$ cat src/mipsPkg.sv
`default_nettype none

package mipsPkg;

    localparam int dataWidth    = 32;
    localparam int regAddrWidth = 5;

    localparam logic [dataWidth-1:0]    resetVector = 32'hBFC00000;
    localparam logic [dataWidth-1:0]    haltAddress = 32'h00000000;
    localparam logic [regAddrWidth-1:0] linkReg     = 5'd31; // $ra

    // primary opcodes, instruction[31:26]
    typedef enum logic [5:0] {
        OP_R_TYPE = 6'b000000,
        OP_J      = 6'b000010,
        OP_JAL    = 6'b000011,
        OP_BEQ    = 6'b000100,
        OP_BNE    = 6'b000101,
        OP_ADDIU  = 6'b001001,
        OP_SLTI   = 6'b001010,
        OP_SLTIU  = 6'b001011,
        OP_ANDI   = 6'b001100,
        OP_ORI    = 6'b001101,
        OP_XORI   = 6'b001110,
        OP_LUI    = 6'b001111,
        OP_LW     = 6'b100011,
        OP_SW     = 6'b101011
    } opCodeT;

    // R-type function field, instruction[5:0]
    typedef enum logic [5:0] {
        FN_SLL  = 6'b000000,
        FN_SRL  = 6'b000010,
        FN_SRA  = 6'b000011,
        FN_JR   = 6'b001000,
        FN_ADDU = 6'b100001,
        FN_SUBU = 6'b100011,
        FN_AND  = 6'b100100,
        FN_OR   = 6'b100101,
        FN_XOR  = 6'b100110,
        FN_SLT  = 6'b101010,
        FN_SLTU = 6'b101011
    } fnCodeT;

    typedef enum logic [3:0] {
        ALU_AND, ALU_OR, ALU_XOR, ALU_LUI,
        ALU_ADD, ALU_SUB, ALU_SLT, ALU_SLTU,
        ALU_SLL, ALU_SRL, ALU_SRA, ALU_PASSA
    } aluOpT;

    typedef enum logic [2:0] {
        CLASS_ALU, CLASS_LOAD, CLASS_STORE, CLASS_BEQ,
        CLASS_BNE, CLASS_JUMP, CLASS_JUMPREG, CLASS_NOP
    } instrClassT;

    typedef enum logic [2:0] {
        S_FETCH     = 3'b000,
        S_DECODE    = 3'b001,
        S_EXECUTE   = 3'b010,
        S_MEMORY    = 3'b011,
        S_WRITEBACK = 3'b100,
        S_HALTED    = 3'b111
    } cpuStateT;

endpackage

`default_nettype wire

$ cat src/regFile.sv
`default_nettype none

module regFile
    import mipsPkg::*;
(
    input  logic                    clk,
    input  logic                    reset,
    input  logic [regAddrWidth-1:0] readAddrA,
    input  logic [regAddrWidth-1:0] readAddrB,
    output logic [dataWidth-1:0]    readDataA,
    output logic [dataWidth-1:0]    readDataB,
    input  logic                    writeEnable,
    input  logic [regAddrWidth-1:0] writeAddr,
    input  logic [dataWidth-1:0]    writeData,
    output logic [dataWidth-1:0]    regV0
);

    logic [dataWidth-1:0] regs [2**regAddrWidth];

    // $zero is hardwired, whatever the array holds
    assign readDataA = (readAddrA == '0) ? '0 : regs[readAddrA];
    assign readDataB = (readAddrB == '0) ? '0 : regs[readAddrB];

    assign regV0 = regs[2]; // $v0

    always_ff @(posedge clk) begin
        if (reset) begin
            for (int i = 0; i < 2**regAddrWidth; i++) begin
                regs[i] <= '0;
            end
        end else if (writeEnable && writeAddr != '0) begin
            regs[writeAddr] <= writeData;
        end
    end

endmodule

`default_nettype wire

$ cat src/alu.sv
`default_nettype none

module alu
    import mipsPkg::*;
(
    input  aluOpT                aluOp,
    input  logic [dataWidth-1:0] a,
    input  logic [dataWidth-1:0] b,
    input  logic [4:0]           shamt,
    output logic [dataWidth-1:0] result,
    output logic                 zero
);

    always_comb begin
        case (aluOp)
            ALU_AND: begin
                result = a & b;
            end
            ALU_OR: begin
                result = a | b;
            end
            ALU_XOR: begin
                result = a ^ b;
            end
            ALU_LUI: begin
                result = {b[15:0], 16'h0000}; // immediate into the upper half
            end
            ALU_ADD: begin
                result = a + b;
            end
            ALU_SUB: begin
                result = a - b;
            end
            ALU_SLT: begin
                result = ($signed(a) < $signed(b)) ? 32'd1 : 32'd0;
            end
            ALU_SLTU: begin
                result = (a < b) ? 32'd1 : 32'd0;
            end
            // constant shifts act on rt, which arrives on b
            ALU_SLL: begin
                result = b << shamt;
            end
            ALU_SRL: begin
                result = b >> shamt;
            end
            ALU_SRA: begin
                result = $signed(b) >>> shamt;
            end
            ALU_PASSA: begin
                result = a; // JR target
            end
            default: begin
                result = '0;
            end
        endcase
    end

    // BEQ/BNE run a subtract and look at this
    assign zero = (result == '0);

endmodule

`default_nettype wire

$ cat src/instrDecoder.sv
`default_nettype none

module instrDecoder
    import mipsPkg::*;
(
    input  logic [dataWidth-1:0]    instruction,
    output aluOpT                   aluOp,
    output logic [dataWidth-1:0]    immediate,
    output logic                    useImm,
    output instrClassT              instrClass,
    output logic                    regWrite,
    output logic [regAddrWidth-1:0] writeAddr
);

    logic [5:0]              opField;
    logic [5:0]              fnField;
    logic [regAddrWidth-1:0] rtField;
    logic [regAddrWidth-1:0] rdField;
    logic [15:0]             imm16;

    assign opField = instruction[31:26];
    assign rtField = instruction[20:16];
    assign rdField = instruction[15:11];
    assign imm16   = instruction[15:0];
    assign fnField = instruction[5:0];

    always_comb begin
        // unknown encodings fall through as no-ops
        aluOp      = ALU_ADD;
        useImm     = 1'b0;
        instrClass = CLASS_NOP;
        regWrite   = 1'b0;
        immediate  = {{16{imm16[15]}}, imm16};

        case (opField)
            OP_R_TYPE: begin
                instrClass = CLASS_ALU;
                regWrite   = 1'b1;
                case (fnField)
                    FN_ADDU: aluOp = ALU_ADD;
                    FN_SUBU: aluOp = ALU_SUB;
                    FN_AND:  aluOp = ALU_AND;
                    FN_OR:   aluOp = ALU_OR;
                    FN_XOR:  aluOp = ALU_XOR;
                    FN_SLT:  aluOp = ALU_SLT;
                    FN_SLTU: aluOp = ALU_SLTU;
                    FN_SLL:  aluOp = ALU_SLL;
                    FN_SRL:  aluOp = ALU_SRL;
                    FN_SRA:  aluOp = ALU_SRA;
                    FN_JR: begin
                        aluOp      = ALU_PASSA;
                        instrClass = CLASS_JUMPREG;
                        regWrite   = 1'b0;
                    end
                    default: begin
                        instrClass = CLASS_NOP;
                        regWrite   = 1'b0;
                    end
                endcase
            end
            OP_J: instrClass = CLASS_JUMP;
            OP_JAL: begin
                instrClass = CLASS_JUMP;
                regWrite   = 1'b1; // link into $ra
            end
            OP_BEQ: begin
                aluOp      = ALU_SUB;
                instrClass = CLASS_BEQ;
            end
            OP_BNE: begin
                aluOp      = ALU_SUB;
                instrClass = CLASS_BNE;
            end
            OP_ADDIU, OP_SLTI, OP_SLTIU, OP_ANDI, OP_ORI, OP_XORI, OP_LUI: begin
                useImm     = 1'b1;
                instrClass = CLASS_ALU;
                regWrite   = 1'b1;
                case (opField)
                    OP_SLTI:  aluOp = ALU_SLT;
                    OP_SLTIU: aluOp = ALU_SLTU;
                    OP_ANDI:  aluOp = ALU_AND;
                    OP_ORI:   aluOp = ALU_OR;
                    OP_XORI:  aluOp = ALU_XOR;
                    OP_LUI:   aluOp = ALU_LUI;
                    default:  aluOp = ALU_ADD;
                endcase
                // logical immediates are zero-extended
                if (opField == OP_ANDI || opField == OP_ORI || opField == OP_XORI) begin
                    immediate = {16'h0000, imm16};
                end
            end
            OP_LW: begin
                useImm     = 1'b1;
                instrClass = CLASS_LOAD;
                regWrite   = 1'b1;
            end
            OP_SW: begin
                useImm     = 1'b1;
                instrClass = CLASS_STORE;
            end
            default: ;
        endcase
    end

    assign writeAddr = (opField == OP_R_TYPE) ? rdField :
                       (opField == OP_JAL)    ? linkReg : rtField;

endmodule

`default_nettype wire

$ cat src/cpuController.sv
`default_nettype none

module cpuController
    import mipsPkg::*;
(
    input  logic                    clk,
    input  logic                    reset,
    output logic                    active,
    output logic [dataWidth-1:0]    address,
    output logic                    read,
    output logic                    write,
    input  logic                    waitrequest,
    output logic [dataWidth-1:0]    writedata,
    output logic [3:0]              byteenable,
    input  logic [dataWidth-1:0]    readdata,
    output logic [dataWidth-1:0]    instruction,
    input  instrClassT              instrClass,
    input  logic                    regWrite,
    input  logic [regAddrWidth-1:0] writeAddr,
    input  logic [dataWidth-1:0]    regReadA,
    input  logic [dataWidth-1:0]    regReadB,
    input  logic [dataWidth-1:0]    aluResult,
    input  logic                    aluZero,
    output logic                    rfWriteEnable,
    output logic [regAddrWidth-1:0] rfWriteAddr,
    output logic [dataWidth-1:0]    rfWriteData
);

    cpuStateT             state;
    logic [dataWidth-1:0] pc;
    logic [dataWidth-1:0] pcPlus4;
    logic [dataWidth-1:0] pcPlus8;
    logic [dataWidth-1:0] branchOffset;
    logic [dataWidth-1:0] branchTarget;
    logic                 branchTaken;   // current instruction jumps
    logic                 branchPending; // delay slot in flight
    logic                 branchCond;
    logic                 memAccess;

    // bus words come in reversed byte order
    function automatic logic [dataWidth-1:0] byteSwap(input logic [dataWidth-1:0] w);
        return {w[7:0], w[15:8], w[23:16], w[31:24]};
    endfunction

    assign pcPlus4      = pc + 32'd4;
    assign pcPlus8      = pc + 32'd8;
    assign branchOffset = {{14{instruction[15]}}, instruction[15:0], 2'b00};
    assign branchCond   = (instrClass == CLASS_BEQ && aluZero) ||
                          (instrClass == CLASS_BNE && !aluZero);

    assign read = (state == S_FETCH && pc != haltAddress) ||
                  (state == S_MEMORY && instrClass == CLASS_LOAD);
    assign write = (state == S_MEMORY && instrClass == CLASS_STORE);
    assign memAccess = read || write;

    assign address    = (state == S_FETCH) ? pc : {aluResult[31:2], 2'b00};
    assign writedata  = byteSwap(regReadB);
    assign byteenable = memAccess ? 4'b1111 : 4'b0000; // whole words only

    // register write port, live during writeback only
    assign rfWriteEnable = (state == S_WRITEBACK) && regWrite;
    assign rfWriteAddr   = writeAddr;
    assign rfWriteData   = (instrClass == CLASS_LOAD) ? byteSwap(readdata) :
                           (instrClass == CLASS_JUMP) ? pcPlus8 : aluResult;

    always_ff @(posedge clk) begin
        if (reset) begin
            state         <= S_FETCH;
            pc            <= resetVector;
            active        <= 1'b1;
            branchTaken   <= 1'b0;
            branchPending <= 1'b0;
        end else begin
            case (state)
                S_FETCH: begin
                    if (pc == haltAddress) begin
                        active <= 1'b0;
                        state  <= S_HALTED;
                    end else if (!waitrequest) begin
                        state <= S_DECODE;
                    end
                end
                S_DECODE: state <= S_EXECUTE;
                S_EXECUTE: begin
                    if (instrClass == CLASS_JUMP || instrClass == CLASS_JUMPREG) begin
                        branchTaken <= 1'b1;
                    end
                    state <= S_MEMORY;
                end
                S_MEMORY: begin
                    if (branchCond) begin
                        branchTaken <= 1'b1;
                    end
                    if (!memAccess || !waitrequest) begin
                        state <= S_WRITEBACK;
                    end
                end
                S_WRITEBACK: begin
                    // taken jump steps into its delay slot, the slot then goes to the target
                    if (branchTaken) begin
                        branchTaken   <= 1'b0;
                        branchPending <= 1'b1;
                        pc            <= pcPlus4;
                    end else if (branchPending) begin
                        branchPending <= 1'b0;
                        pc            <= branchTarget;
                    end else begin
                        pc <= pcPlus4;
                    end
                    state <= S_FETCH;
                end
                S_HALTED: ; // stays here until reset
                default: state <= S_HALTED;
            endcase
        end
    end

    always_ff @(posedge clk) begin
        if (state == S_DECODE) begin
            instruction <= byteSwap(readdata);
        end
        if (state == S_EXECUTE) begin
            if (instrClass == CLASS_JUMP) begin
                branchTarget <= {pcPlus4[31:28], instruction[25:0], 2'b00};
            end else if (instrClass == CLASS_JUMPREG) begin
                branchTarget <= regReadA;
            end
        end
        if (state == S_MEMORY && branchCond) begin
            branchTarget <= pcPlus4 + branchOffset;
        end
    end

endmodule

`default_nettype wire

$ cat src/mipsCpuBus.sv
`default_nettype none

module mipsCpuBus
    import mipsPkg::*;
(
    input  logic                 clk,
    input  logic                 reset,
    output logic                 active,
    output logic [dataWidth-1:0] regV0,
    output logic [dataWidth-1:0] address,
    output logic                 read,
    output logic                 write,
    input  logic                 waitrequest,
    output logic [dataWidth-1:0] writedata,
    output logic [3:0]           byteenable,
    input  logic [dataWidth-1:0] readdata
);

    logic [dataWidth-1:0]    instruction;
    aluOpT                   aluOp;
    logic [dataWidth-1:0]    immediate;
    logic                    useImm;
    instrClassT              instrClass;
    logic                    regWrite;
    logic [regAddrWidth-1:0] writeAddr;
    logic [dataWidth-1:0]    regReadA;
    logic [dataWidth-1:0]    regReadB;
    logic [dataWidth-1:0]    aluB;
    logic [dataWidth-1:0]    aluResult;
    logic                    aluZero;
    logic                    rfWriteEnable;
    logic [regAddrWidth-1:0] rfWriteAddr;
    logic [dataWidth-1:0]    rfWriteData;

    assign aluB = useImm ? immediate : regReadB; // I-type operand select

    cpuController cpuController_inst (
        .clk(clk), .reset(reset), .active(active),
        .address(address), .read(read), .write(write), .waitrequest(waitrequest),
        .writedata(writedata), .byteenable(byteenable), .readdata(readdata),
        .instruction(instruction), .instrClass(instrClass), .regWrite(regWrite),
        .writeAddr(writeAddr), .regReadA(regReadA), .regReadB(regReadB),
        .aluResult(aluResult), .aluZero(aluZero), .rfWriteEnable(rfWriteEnable),
        .rfWriteAddr(rfWriteAddr), .rfWriteData(rfWriteData)
    );

    instrDecoder instrDecoder_inst (
        .instruction(instruction), .aluOp(aluOp), .immediate(immediate), .useImm(useImm),
        .instrClass(instrClass), .regWrite(regWrite), .writeAddr(writeAddr)
    );

    alu alu_inst (
        .aluOp(aluOp), .a(regReadA), .b(aluB), .shamt(instruction[10:6]),
        .result(aluResult), .zero(aluZero)
    );

    // rs and rt come straight from the instruction register
    regFile regFile_inst (
        .clk(clk), .reset(reset),
        .readAddrA(instruction[25:21]), .readAddrB(instruction[20:16]),
        .readDataA(regReadA), .readDataB(regReadB),
        .writeEnable(rfWriteEnable), .writeAddr(rfWriteAddr), .writeData(rfWriteData),
        .regV0(regV0)
    );

endmodule

`default_nettype wire

$ cat config.mk
export PLATFORM = sky130hd
export DESIGN_NAME = mipsCpuBus
export DESIGN_NICKNAME = d
export VERILOG_FILES = /design/src/mipsPkg.sv /design/src/regFile.sv /design/src/alu.sv /design/src/instrDecoder.sv /design/src/cpuController.sv /design/src/mipsCpuBus.sv
export SDC_FILE = /design/constraint.sdc
export NUM_CORES = 2
export LEC_CHECK = 0
export BUFFER_PORTS_ARGS = -buffer_cell sky130_fd_sc_hd__buf_2
export CAP_MARGIN = 0
export CORE_ASPECT_RATIO = 1.4
export CORE_MARGIN = 8
export CORE_UTILIZATION = 30
export CTS_CLUSTER_SIZE = 40
export DETAILED_ROUTE_END_ITERATION = 6
export PLACE_DENSITY = 0.52
export SLEW_MARGIN = 20
export SYNTH_ARGS = -nofsm -noshare
export SYNTH_HDL_FRONTEND = slang
export SYNTH_SLANG_ARGS = --single-unit
export TNS_END_PERCENT = 1
$ cat constraint.sdc
create_clock -name clk -period 10.85 [get_ports clk]
set_input_delay 1.6275 -clock clk [delete_from_list [all_inputs] [get_ports clk]]
set_output_delay 1.6275 -clock clk [all_outputs]
set_load 0.01 [all_outputs]
# Word level (Yosys, flattened, before mapping)
# Memory sizes are Yosys's and may differ from the RTL's. A register that Yosys moved wholly into a read port is not among the register bits.
# Index checks and enable logic that the tools add are counted.
op_classes:
  magnitude_cmp: 2
  reduce_logical: 42
  n_eq_ne: 49
  muxes: 46
  n_addsub: 5
  n_bitwise: 4
  shift: 3
ops:
  columns: ["op", "count"]
  rows:
  - ["$mux 32", 15]
  - ["$pmux 32 s12", 1]
  - ["$add 32x32->32", 2]
  - ["$logic_not 32->1", 2]
  - ["$lt 32x32->1", 2]
  - ["$eq 6x6->1 const B", 9]
  - ["$eq 6x4->1 const B", 8]
  - ["$pmux 4 s10", 1]
  - ["$pmux 3 s6", 2]
  - ["$add 32x3->32 const B", 1]
  - ["$add 32x4->32 const B", 1]
  - ["$and 32x32->32", 1]
  - ["$or 32x32->32", 1]
  - ["$reduce_bool 32->1", 1]
  - ["$reduce_or 32->1", 1]
  - ["$shl 32x5->32", 1]
  - ["$shr 32x5->32", 1]
  - ["$sshr 32x5->32", 1]
  - ["$sub 32x32->32", 1]
  - ["$xor 32x32->32", 1]
  - ["$mux 5", 5]
  - ["$eq 6x2->1 const B", 4]
  - ["$pmux 3 s7", 1]
  - ["$reduce_or 9->1", 2]
  - ["other kinds (34)", 86]
word_totals:
  ramBits: 1024
  memories: 1
  ff_bits: 102
  in_bits: 35
  word_cells: 159
mem_list:
  columns: ["name", "depth", "word_bits", "rd", "rd_ports_with_merged_regs", "wr", "line_no", "rtl"]
  rows:
  - ["regFile_inst.regs", 32, 32, 3, 2, 32, "regFile.sv:18", "logic [dataWidth-1:0] regs [2**regAddrWidth];"]

# Logic depth before layout (Yosys ltp)
logic_depth:
  ltp_word: 16
  depth_mapped: 31
  ltp_nobuf: 23

# Modules after synthesis
# Synthesis repeated with hierarchy kept, for this count alone.
unflattened:
  hier_cells: 6195
  area_unflattened_um2: 74904.3
modules_own_cells:
  columns: ["module", "area_per_inst_um2", "cells_each", "n_inst", "seq_area_each_um2"]
  rows:
  - ["regFile", 54204.5, 3502, 1, 30749.5]
  - ["alu", 10620.2, 1479, 1, 0.0]
  - ["cpuController", 8722.1, 1056, 1, 2682.6]
  - ["instrDecoder", 813.3, 122, 1, 0.0]
  - ["mipsCpuBus", 544.3, 36, 1, 0.0]

# Least setup slack after synthesis
# OpenSTA, ideal clock, no wires.
synth_timing:
  path_kind: "register to register"
  start: "register (tool-made name)"
  end: "register cpuController_inst.branchTarget[0], enable pin"
  t_arrival_ns: 9.772
  path_slack_ns: 0.606
  period_less_slack_ns: 10.244
  path_buffers: 6
  stages_incl_launch_ff: 29
  path_cell_list: "dfxtp_1 clkbuf_1 buf_4 buf_2 buf_2 buf_2 buf_1 mux4_2 mux4_2 nand2_1 a21o_1 inv_1 ha_1 fa_1 a211o_1 a21oi_1 a221oi_1 o211ai_1 a21oi_1 o211ai_1 a21oi_1 a221o_1 a211o_1 or4b_1 nor4_1 nand4_1 nor3_2 xnor2_1 o32ai_1"
synth_rtl:
  columns: ["item", "line_no", "rtl"]
  rows:
  - ["to (signal assigned)", "cpuController.sv:124", "branchTarget <= {pcPlus4[31:28], instruction[25:0], 2'b00};"]
  - ["to (signal assigned)", "cpuController.sv:126", "branchTarget <= regReadA;"]
  - ["to (signal assigned)", "cpuController.sv:130", "branchTarget <= pcPlus4 + branchOffset;"]
  - ["to (decl)", "cpuController.sv:34", "logic [dataWidth-1:0] branchTarget;"]

==> impl_metrics.env <==
export IMPL_outcome="complete, but fails checks"
export IMPL_violations="DRC"
export IMPL_final_setup_tns_ps=0
export IMPL_min_period_over_period_pct=96.6
export IMPL_viasPerCell=6.34
export IMPL_clk_pin_slew_ps=60
export IMPL_power_density_mw_per_mm2=302
export IMPL_end_kind="primary output"
export IMPL_hold_viol=0
export IMPL_ys_types=98
export IMPL_die_area_mm2=0.255
export IMPL_reg2reg_depth=27
export IMPL_initial_core_util_pct=30.1
export IMPL_synth_edf_count=1088
export IMPL_start_kind="register"
export IMPL_track_usage_pct=27.3
export IMPL_path_common_cell="buf_4"
export IMPL_final_core_util_pct=34.4
export IMPL_worst_slack_ps=369
export IMPL_via_count=61400
export IMPL_wirelength_um=365000
export IMPL_drt_iter0_drc=8735
export IMPL_rsz0062_at_grt="false"
export IMPL_die_w_um=429
export IMPL_worstSetupPathType="reg2out"
export IMPL_yosys_top_cells_area="edfxtp_1 46%, mux4_2 13%, nor2_1 7.1%"
export IMPL_slew_violations=0
export IMPL_clk_latency_ps=820
export IMPL_endpoint="address[30]"
export IMPL_finalClockSkew_ps=46.9
export IMPL_slowest_delay_ps=910
export IMPL_synth_top_area_share_pct=45.6
export IMPL_syn_mean_instance_area_um2=11.1
export IMPL_cp_num_cells=25
export IMPL_row_count=212
export IMPL_p_leak_nw=29.8
export IMPL_antenna_found_initial=29
export IMPL_fin_crit_ps=10480
export IMPL_irDropWorstVdd_v=0.000417
export IMPL_synth_flop_cell="edfxtp_1"
export IMPL_clock_root_buffer="clkbuf_16"
export IMPL_final_antenna_net_count=0
export IMPL_dp_hpwl_um=256000
export IMPL_final_layout_size_suffix_gt1_share_pct=20.1
export IMPL_cap_violations=0
export IMPL_r2r_slack_ps=1020
export IMPL_ys_seq_elements=1136
export IMPL_die_height_um=594
export IMPL_drc=7
export IMPL_grt_pass1_wl_um=495000
export IMPL_syn_inst=6441
export IMPL_cts_setup_buffers=0
export IMPL_crit_fanout=33
export IMPL_cp_top_family="compound AO/OA/AOI/OAI gates"
export IMPL_ctsResizeCount=0
export IMPL_cp_required_ps=9220
export IMPL_area_growth_pct=14.1
export IMPL_cts_max_level=4
export IMPL_async_flop_share_pct=0
export IMPL_fin_nets=6623
export IMPL_numCtsBuffers=130
export IMPL_hold_path_class="reg2reg"
export IMPL_clock_sinks=1136
export IMPL_syn_cell_area_mm2=0.0717
export IMPL_grt_max_degree=54
export IMPL_worstPathArrival_ps=8850
export IMPL_relSlewSlack_pct=10.8
export IMPL_total_power_mw=24.7
export IMPL_cts_tree="done"
export IMPL_crit_slowest_cell="nor4_1"
export IMPL_clock_path_buffers=3
export IMPL_synth_seq_area_share_pct=46.9
export IMPL_max_freq_mhz=95.4
export IMPL_gp_congestion=1.06
export IMPL_reg2reg_to="cpuController_inst.branchTarget[12]"
export IMPL_yosysTopAreaCell="edfxtp_1"
export IMPL_io_pins=138
export IMPL_hold_buffers=0
export IMPL_worst_pin_slew_ps=1300
export IMPL_grt_overflow_total=0
export IMPL_min_path_cells=1
export IMPL_drtPass1Iterations=7
export IMPL_setup_violations=0
export IMPL_dpl_worst_slack_ps=1260
export IMPL_core_mm2=0.238
export IMPL_io_buffer_count=137
export IMPL_avgRoutedWirePerCell_um=37.7
export IMPL_grt_pass1_vias=59500
export IMPL_crit_buf_inv=5
export IMPL_yosysWarnings=0
[report_power, final]
group | switching, mW | total [mW] | internal [mW] | leakage (nW)
Sequential | 0.280 | 5.29 | 5.01 | 11.5
Combinational | 10.7 | 14.9 | 4.23 | 16.2
Clock | 2.03 | 4.48 | 2.46 | 2.03
[metrics by stage]
stage / hold WS, ps / instance area (µm²) / std cells
final: 457 / 81800 / 9682
after global routing: 494 / 81700 / 9668
after CTS: 457 / 81700 / 9665
after detailed placement: 444 / 77400 / 9428
after global placement: 441 / 77400 / 9428
after floorplan: 445 / 71800 / 6472
[how the worst min path moves through the flow]
stage,start,to,slack (ps)
2_1_floorplan,cpuController_inst.branchPending,cpuController_inst.branchPending,450
3_3_place_gp,cpuController_inst.active,cpuController_inst.active,440
3_5_place_dp,cpuController_inst.active,cpuController_inst.active,440
4_1_cts,cpuController_inst.active,cpuController_inst.active,460
5_1_grt,cpuController_inst.active,cpuController_inst.active,490
6_report,cpuController_inst.active,cpuController_inst.active,460
[registers in the layout, indices dropped and copies added, names as in the netlist, named ones only]
register / count
regFile_inst.regs: 1024
cpuController_inst.instruction: 32
cpuController_inst.branchPending: 1
cpuController_inst.branchTarget: 32
cpuController_inst.branchTaken: 1
cpuController_inst.state: 3
cpuController_inst.pc: 32
cpuController_inst.active: 1
[layout by cell type (no fill, tap or decap), drive strengths merged, types with 18 or more instances in the layout]
master | synthesis | final
nor2 | 1353 | 1353
edfxtp | 1088 | 1088
buf | 187 | 472
mux2i | 448 | 448
mux4 | 412 | 412
a21oi | 344 | 344
nand2 | 256 | 256
a22oi | 223 | 223
clkbuf | 432 | 161
o21ai | 142 | 142
inv | 128 | 131
ha | 128 | 128
nor3 | 108 | 108
nand3 | 90 | 90
nand2b | 78 | 78
a221oi | 68 | 68
clkinv | 1 | 62
a211oi | 57 | 57
xnor2 | 51 | 51
dfxtp | 48 | 48
o211ai | 47 | 47
o22ai | 44 | 44
nor4 | 44 | 44
a21o | 43 | 43
xor2 | 37 | 37
mux2 | 37 | 37
and2 | 36 | 36
a211o | 34 | 34
conb | 1 | 32
or3 | 30 | 30
a31oi | 25 | 25
or2 | 23 | 23
o21a | 22 | 22
nand4 | 21 | 21
o31ai | 21 | 21
and3 | 19 | 19
o2111ai | 19 | 19
o221ai | 18 | 18
[layout make-up]
type	count	area, µm²
diodes	17	42.5
clock buffers	161	3380
clock inverters	76	890
fillers	23600	156000
inverters	129	484
multi-input cells	4588	36000
flip-flops and latches	1136	33700
well taps	3103	3880
repair buffers	472	3420
[routing by layer]
| metal | share of wire, % | up-vias | track usage (%) |
|---|---|---|---|
| met5 | 0.046 | - | 0 |
| met4 | 8.9 | 18 | 19.8 |
| met3 | 9.5 | 1223 | 5.94 |
| met2 | 46 | 4305 | 44.0 |
| met1 | 36 | 31300 | 32.2 |
| li1 | - | 24500 | - |
[kinds of logic (layout without fill, tap and decap cells)]
kind of cell	count (synthesis)	in the layout	synth area share (%)
buf+inv	748	838	4.40
flops	1136	1136	46.9
mux	897	897	19.8
compound gates	1306	1306	12.6
fa+ha+maj	131	131	2.32
simple gates	2134	2134	12.9
xor+xnor	88	88	1.08
other cells	1	49	0.00523
[synthesized netlist by cell type (all sizes together) (18+ instances only)]
| cell type | count |
|---|---|
| a211o | 34 |
| a211oi | 57 |
| a21o | 43 |
| a21oi | 344 |
| a221oi | 68 |
| a22oi | 223 |
| a31oi | 25 |
| and2 | 36 |
| and3 | 19 |
| buf | 187 |
| clkbuf | 432 |
| dfxtp | 48 |
| edfxtp | 1088 |
| ha | 128 |
| inv | 128 |
| mux2 | 37 |
| mux2i | 448 |
| mux4 | 412 |
| nand2 | 256 |
| nand2b | 78 |
| nand3 | 90 |
| nand4 | 21 |
| nor2 | 1353 |
| nor3 | 108 |
| nor4 | 44 |
| o2111ai | 19 |
| o211ai | 47 |
| o21a | 22 |
| o21ai | 142 |
| o221ai | 18 |
| o22ai | 44 |
| o31ai | 21 |
| or2 | 23 |
| or3 | 30 |
| xnor2 | 51 |
| xor2 | 37 |
(Power assumes the default switching activity.)
